==> config.mk <==
export PLATFORM = sky130hd
export DESIGN_NAME = dram_ctrl_top
export DESIGN_NICKNAME = d
export VERILOG_FILES = /design/src/logic/dram_pkg.sv /design/src/logic/dram_ctrl_top.sv /design/src/logic/dram_ctrl_fsm.sv /design/src/logic/dram_addr_gen.sv /design/src/logic/dram_refresh_timer.sv /design/src/logic/dram_apb_regs.sv
export VERILOG_INCLUDE_DIRS = /design/src /design/src/include
export SDC_FILE = /design/constraint.sdc
export NUM_CORES = 1
export LEC_CHECK = 0
export BUFFER_PORTS_ARGS = -buffer_cell sky130_fd_sc_hd__buf_4
export CAP_MARGIN = 20
export CORE_MARGIN = 5
export CORE_UTILIZATION = 40
export DETAILED_ROUTE_END_ITERATION = 12
export MAX_ROUTING_LAYER = met4
export PLACE_DENSITY = 0.67
export SLEW_MARGIN = 20
export SYNTH_ARGS = -nofsm -noshare
export SYNTH_HDL_FRONTEND = slang
export SYNTH_SLANG_ARGS = --single-unit
==> constraint.sdc <==
create_clock -name clk -period 3.4 [get_ports clk]
set_input_delay 0.51 -clock clk [delete_from_list [all_inputs] [get_ports clk]]
set_output_delay 0.51 -clock clk [all_outputs]
set_load 0.005 [all_outputs]
==> src/include/dram_defines.svh <==
// geometry must stay a power of two per field, APB offsets assume a byte-addressed 8-bit paddr
`ifndef DRAM_DEFINES_SVH
`define DRAM_DEFINES_SVH

// array geometry
`define DRAM_BANKS      8
`define DRAM_ROWS       128
`define DRAM_COLS       8

// consecutive REF cycles per refresh burst
`define DRAM_REF_CYCLES 4

// APB register byte offsets
`define DRAM_REG_CTRL   8'h00
`define DRAM_REG_ADDR   8'h04
`define DRAM_REG_LEN    8'h08
`define DRAM_REG_REFI   8'h0C
`define DRAM_REG_STAT   8'h10

`endif
==> src/logic/dram_pkg.sv <==
// field widths follow the geometry macros, struct layouts are fixed and shared by every block
`include "dram_defines.svh"

package dram_pkg;

    typedef logic [$clog2(`DRAM_BANKS)-1:0] bank_t;
    typedef logic [$clog2(`DRAM_ROWS)-1:0]  row_t;
    typedef logic [$clog2(`DRAM_COLS)-1:0]  col_t;

    typedef logic [9:0]  len_t;    // rows per transfer
    typedef logic [15:0] refi_t;   // zero disables refresh
    typedef logic [15:0] refcnt_t;

    typedef enum logic [2:0] {
        CMD_NOP = 3'd0,
        CMD_ACT = 3'd1,
        CMD_RD  = 3'd2,
        CMD_PRE = 3'd3,
        CMD_REF = 3'd4
    } dram_cmd_e;

    typedef enum logic [2:0] {
        IDLE,
        ACTIVATE,
        READ,
        PRECHARGE,
        REFRESH
    } fsm_state_e;

    typedef struct packed {
        bank_t bank;
        row_t  row;
        len_t  len;
        refi_t refi;
    } dram_cfg_s;

    // command bus as seen on the top-level port
    typedef struct packed {
        dram_cmd_e cmd;
        bank_t     bank;
        row_t      row;
        col_t      col;
    } dram_bus_s;

endpackage

==> src/logic/dram_ctrl_top.sv <==
// read data is not modelled, bus carries command and address only
`timescale 1ns/1ps

module dram_ctrl_top import dram_pkg::*; (
    input  logic        clk,
    input  logic        rst_b,
    input  logic        psel,
    input  logic        penable,
    input  logic        pwrite,
    input  logic [7:0]  paddr,
    input  logic [31:0] pwdata,
    output logic [31:0] prdata,
    output logic        pready,
    output dram_bus_s   bus
);

    dram_cfg_s cfg;
    dram_cmd_e cmd;
    bank_t     bank;
    row_t      row;
    col_t      col;
    logic      start;
    logic      busy;
    logic      done_set;
    logic      ref_served;
    logic      ref_req;
    logic      ref_ack;
    logic      act;
    logic      rd;
    logic      row_step;

    dram_apb_regs u_regs (
        .clk        (clk),
        .rst_b      (rst_b),
        .psel       (psel),
        .penable    (penable),
        .pwrite     (pwrite),
        .paddr      (paddr),
        .pwdata     (pwdata),
        .prdata     (prdata),
        .pready     (pready),
        .busy       (busy),
        .done_set   (done_set),
        .ref_served (ref_served),
        .cfg        (cfg),
        .start      (start)
    );

    dram_refresh_timer u_refresh (
        .clk     (clk),
        .rst_b   (rst_b),
        .refi    (cfg.refi),
        .ref_ack (ref_ack),
        .ref_req (ref_req)
    );

    dram_addr_gen u_addr (
        .clk      (clk),
        .rst_b    (rst_b),
        .start    (start),
        .cfg      (cfg),
        .act      (act),
        .rd       (rd),
        .row_step (row_step),
        .bank     (bank),
        .row      (row),
        .col      (col)
    );

    dram_ctrl_fsm u_fsm (
        .clk        (clk),
        .rst_b      (rst_b),
        .start      (start),
        .len        (cfg.len),
        .ref_req    (ref_req),
        .cmd        (cmd),
        .act        (act),
        .rd         (rd),
        .row_step   (row_step),
        .ref_ack    (ref_ack),
        .ref_served (ref_served),
        .busy       (busy),
        .done_set   (done_set)
    );

    assign bus = '{cmd: cmd, bank: bank, row: row, col: col};

endmodule

==> src/logic/dram_ctrl_fsm.sv <==
// one open row at a time, refresh only with all banks closed, len of zero finishes at once
`timescale 1ns/1ps
`include "dram_defines.svh"

module dram_ctrl_fsm import dram_pkg::*; (
    input  logic      clk,
    input  logic      rst_b,
    input  logic      start,
    input  len_t      len,
    input  logic      ref_req,
    output dram_cmd_e cmd,
    output logic      act,
    output logic      rd,
    output logic      row_step,
    output logic      ref_ack,
    output logic      ref_served,
    output logic      busy,
    output logic      done_set
);

    localparam int REF_W = $clog2(`DRAM_REF_CYCLES);

    fsm_state_e       state;
    fsm_state_e       state_nxt;
    col_t             col_cnt;
    len_t             rows_left;
    logic             xfer;
    logic [REF_W-1:0] ref_cnt;

    logic start_ok;
    logic last_row;
    logic last_col;
    logic ref_last;

    assign start_ok = start && (len != '0);
    assign last_row = (rows_left == len_t'(1));
    assign last_col = (col_cnt == col_t'(`DRAM_COLS - 1));
    assign ref_last = (ref_cnt == REF_W'(`DRAM_REF_CYCLES - 1));

    always_comb begin
        state_nxt = state;
        case (state)
            IDLE: begin
                if (ref_req) begin
                    state_nxt = REFRESH;   // pending refresh goes first
                end else if (start_ok) begin
                    state_nxt = ACTIVATE;
                end
            end
            ACTIVATE: state_nxt = READ;
            READ: begin
                if (last_col) begin
                    state_nxt = PRECHARGE;
                end
            end
            PRECHARGE: begin
                if (ref_req) begin
                    state_nxt = REFRESH;
                end else if (!last_row) begin
                    state_nxt = ACTIVATE;
                end else begin
                    state_nxt = IDLE;
                end
            end
            REFRESH: begin
                if (ref_last) begin
                    state_nxt = (xfer || start_ok) ? ACTIVATE : IDLE;   // resume rows
                end
            end
            default: state_nxt = IDLE;
        endcase
    end

    always_comb begin
        case (state)
            ACTIVATE:  cmd = CMD_ACT;
            READ:      cmd = CMD_RD;
            PRECHARGE: cmd = CMD_PRE;
            REFRESH:   cmd = CMD_REF;
            default:   cmd = CMD_NOP;
        endcase
    end

    assign act        = (state == ACTIVATE);
    assign rd         = (state == READ);
    assign row_step   = (state == PRECHARGE);
    assign ref_ack    = (state == REFRESH) && (ref_cnt == '0);
    assign ref_served = (state == REFRESH) && ref_last;
    assign done_set   = (row_step && last_row) || (start && (len == '0));
    assign busy       = xfer;

    always_ff @(posedge clk or posedge rst_b) begin
        if (rst_b) begin
            state     <= IDLE;
            col_cnt   <= '0;
            rows_left <= '0;
            xfer      <= 1'b0;
            ref_cnt   <= '0;
        end else begin
            state <= state_nxt;

            if (act) begin
                col_cnt <= '0;
            end else if (rd) begin
                col_cnt <= col_cnt + 1'b1;
            end

            if (start_ok) begin
                rows_left <= len;
                xfer      <= 1'b1;
            end else begin
                if (row_step) begin
                    rows_left <= rows_left - 1'b1;
                end
                if (done_set) begin
                    xfer <= 1'b0;
                end
            end

            if (state == REFRESH) begin
                ref_cnt <= ref_last ? '0 : ref_cnt + 1'b1;
            end
        end
    end

    // a read must sit inside an ACT..PRE window
    a_rd_open: assert property (@(posedge clk) disable iff (rst_b)
        cmd == CMD_RD |-> $past(cmd) inside {CMD_ACT, CMD_RD})
        else $error("RD issued without an open row");

    // refresh only after PRE, from idle, or continuing a burst
    a_ref_closed: assert property (@(posedge clk) disable iff (rst_b)
        cmd == CMD_REF |-> $past(cmd) inside {CMD_NOP, CMD_PRE, CMD_REF})
        else $error("REF issued while a row is open");

    // new row only after PRE, refresh or idle, never on top of a read burst
    a_act_rd: assert property (@(posedge clk) disable iff (rst_b)
        act |-> $past(cmd) inside {CMD_NOP, CMD_PRE, CMD_REF})
        else $error("act asserted while a row is open");

endmodule

==> src/logic/dram_addr_gen.sv <==
// start wins over any step in the same cycle, rows carry into banks and banks wrap to zero
`timescale 1ns/1ps
`include "dram_defines.svh"

module dram_addr_gen import dram_pkg::*; (
    input  logic      clk,
    input  logic      rst_b,
    input  logic      start,
    input  dram_cfg_s cfg,
    input  logic      act,
    input  logic      rd,
    input  logic      row_step,
    output bank_t     bank,
    output row_t      row,
    output col_t      col
);

    logic row_wrap;
    logic bank_wrap;

    assign row_wrap  = (row == row_t'(`DRAM_ROWS - 1));
    assign bank_wrap = (bank == bank_t'(`DRAM_BANKS - 1));

    always_ff @(posedge clk or posedge rst_b) begin
        if (rst_b) begin
            bank <= '0;
            row  <= '0;
            col  <= '0;
        end else if (start) begin
            bank <= cfg.bank;
            row  <= cfg.row;
            col  <= '0;
        end else begin
            if (act) begin
                col <= '0;
            end else if (rd) begin
                col <= (col == col_t'(`DRAM_COLS - 1)) ? '0 : col + 1'b1;
            end

            if (row_step) begin
                if (row_wrap) begin
                    row  <= '0;
                    bank <= bank_wrap ? '0 : bank + 1'b1;   // carry
                end else begin
                    row <= row + 1'b1;
                end
            end
        end
    end

endmodule

==> src/logic/dram_refresh_timer.sv <==
// request rises about refi cycles after the last ack, a new refi value takes effect on the next reload
`timescale 1ns/1ps

module dram_refresh_timer import dram_pkg::*; (
    input  logic  clk,
    input  logic  rst_b,
    input  refi_t refi,
    input  logic  ref_ack,
    output logic  ref_req
);

    refi_t cnt;

    always_ff @(posedge clk or posedge rst_b) begin
        if (rst_b) begin
            cnt     <= '0;
            ref_req <= 1'b0;
        end else if (refi == '0) begin
            cnt     <= '0;   // refresh off
            ref_req <= 1'b0;
        end else if (ref_ack) begin
            cnt     <= refi;
            ref_req <= 1'b0;
        end else if (!ref_req) begin
            if (cnt == refi_t'(1)) begin
                cnt     <= '0;
                ref_req <= 1'b1;
            end else if (cnt == '0) begin
                cnt <= refi;   // first load after enabling
            end else begin
                cnt <= cnt - 1'b1;
            end
        end
    end

endmodule

==> src/logic/dram_apb_regs.sv <==
// APB slave with zero wait states, ADDR holds row in bits 6:0 and bank in 10:8, start ignored when busy
`timescale 1ns/1ps
`include "dram_defines.svh"

module dram_apb_regs import dram_pkg::*; (
    input  logic        clk,
    input  logic        rst_b,
    input  logic        psel,
    input  logic        penable,
    input  logic        pwrite,
    input  logic [7:0]  paddr,
    input  logic [31:0] pwdata,
    output logic [31:0] prdata,
    output logic        pready,
    input  logic        busy,
    input  logic        done_set,
    input  logic        ref_served,
    output dram_cfg_s   cfg,
    output logic        start
);

    localparam int BANK_LSB = 8;

    logic    wr_en;
    logic    done;
    refcnt_t refcnt;

    assign wr_en  = psel && penable && pwrite;   // access phase only
    assign pready = 1'b1;

    always_ff @(posedge clk or posedge rst_b) begin
        if (rst_b) begin
            cfg    <= '0;
            start  <= 1'b0;
            done   <= 1'b0;
            refcnt <= '0;
        end else begin
            start <= wr_en && (paddr == `DRAM_REG_CTRL) && pwdata[0] && !busy && !start;

            if (wr_en) begin
                case (paddr)
                    `DRAM_REG_ADDR: begin
                        cfg.row  <= pwdata[0 +: $bits(row_t)];
                        cfg.bank <= pwdata[BANK_LSB +: $bits(bank_t)];
                    end
                    `DRAM_REG_LEN:  cfg.len  <= pwdata[0 +: $bits(len_t)];
                    `DRAM_REG_REFI: cfg.refi <= pwdata[0 +: $bits(refi_t)];
                    default: ;
                endcase
            end

            // a zero-length start sets done in the same cycle as the pulse
            if (done_set) begin
                done <= 1'b1;
            end else if (start) begin
                done <= 1'b0;
            end

            if (ref_served) begin
                refcnt <= refcnt + 1'b1;
            end
        end
    end

    always_comb begin
        prdata = '0;
        case (paddr)
            `DRAM_REG_ADDR: begin
                prdata[0 +: $bits(row_t)]         = cfg.row;
                prdata[BANK_LSB +: $bits(bank_t)] = cfg.bank;
            end
            `DRAM_REG_LEN:  prdata[0 +: $bits(len_t)]  = cfg.len;
            `DRAM_REG_REFI: prdata[0 +: $bits(refi_t)] = cfg.refi;
            `DRAM_REG_STAT: begin
                prdata[0]     = busy;
                prdata[1]     = done;
                prdata[31:16] = refcnt;
            end
            default: ;   // CTRL reads as zero
        endcase
    end

endmodule

==> reports/metrics.csv <==
stage,metric,value,unit
run_status,status,finished clean,
yosys,largest family of logic cells by synthesized area,simple AND/OR/NAND/NOR gates,
sta,Final Cycle Share,0.7969,
power_and_ir_drop,switching share of power,0.3422,
clock_network,CTS tree,built,
power_and_ir_drop,combinational share of power,0.328,
yosys,cell type with the highest aggregate area in the netlist,dfrtp_1,
clock_network,Post-CTS Setup Bufs,0,
worst_setup_path,CP required,2.89,ns
yosys,mux contribution to synthesized area,0.1304,
floorplanning,die extent in y,129.5,um
sta,Total Neg Setup Slack,0,ns
floorplanning,Die ar.,16760,um2
power_and_ir_drop,Psw,1346,uW
grt,antenna violations before repair,0,
power_and_ir_drop,clock share of power,0.269,
placed_design,# port buffers,76,
yosys,sequential-to-total area share from yosys stat,0.4515,
finish,fin nets,698,
sta,post-layout min period,2.710,ns
detailed_routing,Vias/cell,5.372,
placed_design,DP HPWL,9.542,mm
clock_network,Clock Sinks,103,
yosys,Main synth FF type,dfrtp_1,
yosys,Synth top area share,0.4515,
detailed_routing,final WL,13.34,mm
detailed_routing,total iterations of the first detailed-routing run,5,
grt,grt ovf,0,
power_and_ir_drop,Static Leak,0.003225,uW
finish,synthesis-to-layout area growth,18.17,%
detailed_routing,Routed Antenna Nets,0,
clock_network,hold_buf cts,0,
worst_setup_path,Crit Path Category,input pin to output pin,
finish,final std cells w/o fill,823,
yosys,Compound-Gate Fraction of Synth Area,0.1015,
clock_network,H-tree Lvls,3,
finish,fillers,1291,
detailed_routing,Starting DRT DRC Count,273,
yosys,Post-Synth Simple-Gate Area,0.2102,
grt,first-pass GRT wire length,22.25,mm
finish,sequential cell area,2577,um2
power_and_ir_drop,Internal Power,2586,uW
sta,RSZ-0062 raised after global routing,no,
yosys,"Async S/R FF share, synth",1.000,
finish,final core utilization,0.4842,
finish,most frequent cells in the layout,"103 x dfrtp_1, 82 x buf_4, 58 x nand2_1",
worst_setup_path,"Arr. time, crit path",2.20,ns
worst_setup_path,CP startpoint kind,input pin,
finish,ant diodes,0,
clock_network,cts repair resizes,0,
clock_network,Max clock buf depth,2,
floorplanning,io pins,94,
power_and_ir_drop,peak supply drop,0.0002674,V
run,Max Cap Viol,0,
grt,largest net degree at the start of global routing,58,
min_path,HP Class,input pin to async pin,
floorplanning,Core Area,13930,um2
clock_network,CTS root buf,clkbuf_16,
yosys,Syn Area/Cell,9.964,um2
yosys,cell area after synthesis,5709,um2
grt,GRT Resource Usage Total,0.1692,
finish,layout cells sized above 1,0.2271,
yosys,ranking of synthesized cells by area,"dfrtp_1 45%, mux2_2 4.9%, nand2_1 3.8%",
detailed_routing,DR DRC count,0,
power_and_ir_drop,register share of total power,0.403,
yosys,Synth Area in Adders,0.03287,
yosys,Post-synth EDFFs,0,
sta,Worst Skew,0.004563,ns
detailed_routing,wire per inst,16.20,um
yosys,Unique masters post-synth,57,
finish,"commonest non-fill, non-tap cell in the layout",dfrtp_1,
finish,footprint of the multi-input gates,2960,um2
power_and_ir_drop,PD cells,582.8,nW/um2
yosys,xor/xnor share of the synthesized area,0.04295,
placed_design,dpl cells,806,
grt,vias in the first global route,4447,
placed_design,GPL Wtd Cong,0.8613,
clock_network,"Reg clk slew, reported paths",0.07,ns
sta,final setup vio count,0,
yosys,register bit total from synthesis,103,
worst_setup_path,Worst setup EP type,output pin,
worst_setup_path,CP Max Fanout,16,
floorplanning,row cnt,43,
yosys,Post-Synthesis Cells,573,
sta,Slew headroom,0.4432,
sta,"Hold Violations, Final",0,
floorplanning,Die Width,129.5,um
clock_network,TritonCTS Buffers,9,
sta,Fmax,0.3691,GHz
clock_network,clk_lat worst skew,0.34,ns
detailed_routing,via count,4421,
floorplanning,initial core utilization,0.4097,
yosys,Synth Warn #,0,
yosys,Syn Nets,633,
sta,Final Max Slew Viols,0,
sta,Slew @ Worst Pin,0.8313,ns
power groups by stage:
stage	Clock [uW]	Combinational (uW)	Sequential [uW]
after floorplan	0	1010	1520
after global placement	0	1210	1590
after detailed placement	0	1260	1610
after CTS	1080	1280	1580
after global routing	1120	1440	1620
final	1060	1290	1580
kinds of logic after synthesis:
logic type / after synthesis
mux: 65
fa+ha+maj: 15
simple gates: 221
xor+xnor: 28
other cells: 1
compound gates: 99
flops: 103
buf+inv: 41
synth_stat cells, types with 5 or more instances:
master    instances
dfrtp_1         103
nand2_1          58
nor2_1           43
a21oi_1          31
o21ai_0          28
mux2_2           25
and2_1           23
clkbuf_1         21
mux2i_1          20
xnor2_1          17
o22ai_1          16
ha_1             15
inv_1            12
nor2b_1          12
nor3_1           11
nor4_1           11
xor2_1           11
a22oi_1          10
mux2_1           10
mux2_4           10
or3_1            10
nand4_1           9
and3_1            8
nand3_1           8
buf_2             5
layer usage:
metal	track usage	vias to the layer above	wire length (um)
li1	-	2153	-
met5	-	-	0
met3	0.03092	9	500
met1	0.2268	2176	6247
met2	0.2686	83	6471
met4	0.04034	0	116
sequential cells by signal, summed over array words and instances (netlist names), 2 cells and up:
name / count
u_regs.refcnt: 16
u_addr.bank: 3
u_addr.col: 3
u_fsm.ref_cnt: 2
u_fsm.col_cnt: 3
u_regs.cfg: 36
u_fsm.state: 3
u_fsm.rows_left: 10
u_refresh.cnt: 16
u_addr.row: 7
path summary, 6_finish.rpt:
check                                  startpoint                end  slack (ns)  depth (start not counted)
worst max-delay path                     paddr[0]         prdata[26]        0.69                          7
worst min-delay path                        rst_b  u_regs.refcnt[15]        0.30                          2
worst max register to register  u_refresh.cnt[15]   u_refresh.cnt[0]        0.91                          5
worst min register to register  u_regs.refcnt[15]  u_regs.refcnt[15]        0.46                          1
max in group asynchronous                   rst_b      u_regs.cfg[8]        2.40                          3
min in group clk                       pwdata[11]     u_regs.cfg[11]        0.38                          2
through the flow:
stage	hold WS [ns]	setup WS, ns	total power (uW)	instance area [um2]
floorplan	0.4336	0.1862	2533	5709
global placement	0.4477	0.6821	2804	6439
detailed placement	0.4483	0.6771	2870	6439
CTS	0.3188	0.6767	3938	6739
global route	0.3540	0.6076	4182	6746
finish	0.2991	0.6904	3932	6746
worst max-delay path, stage by stage:
cell,delay (ns)
buf_4,0.11
or4_4,0.55
or3_1,0.39
nor2b_1,0.18
buf_4,0.21
and2_1,0.15
buf_4,0.11
final cells by class:
class	count	area share
Clock buffer	12	0.03654
Clock inverter	4	0.007975
Inverter	12	0.007047
Multi-Input combinational cell	429	0.4388
Sequential cell	103	0.3820
Tap cell	180	0.03338
Timing Repair Buffer	83	0.09421
Note: power is estimated with default switching activity, not from simulation.
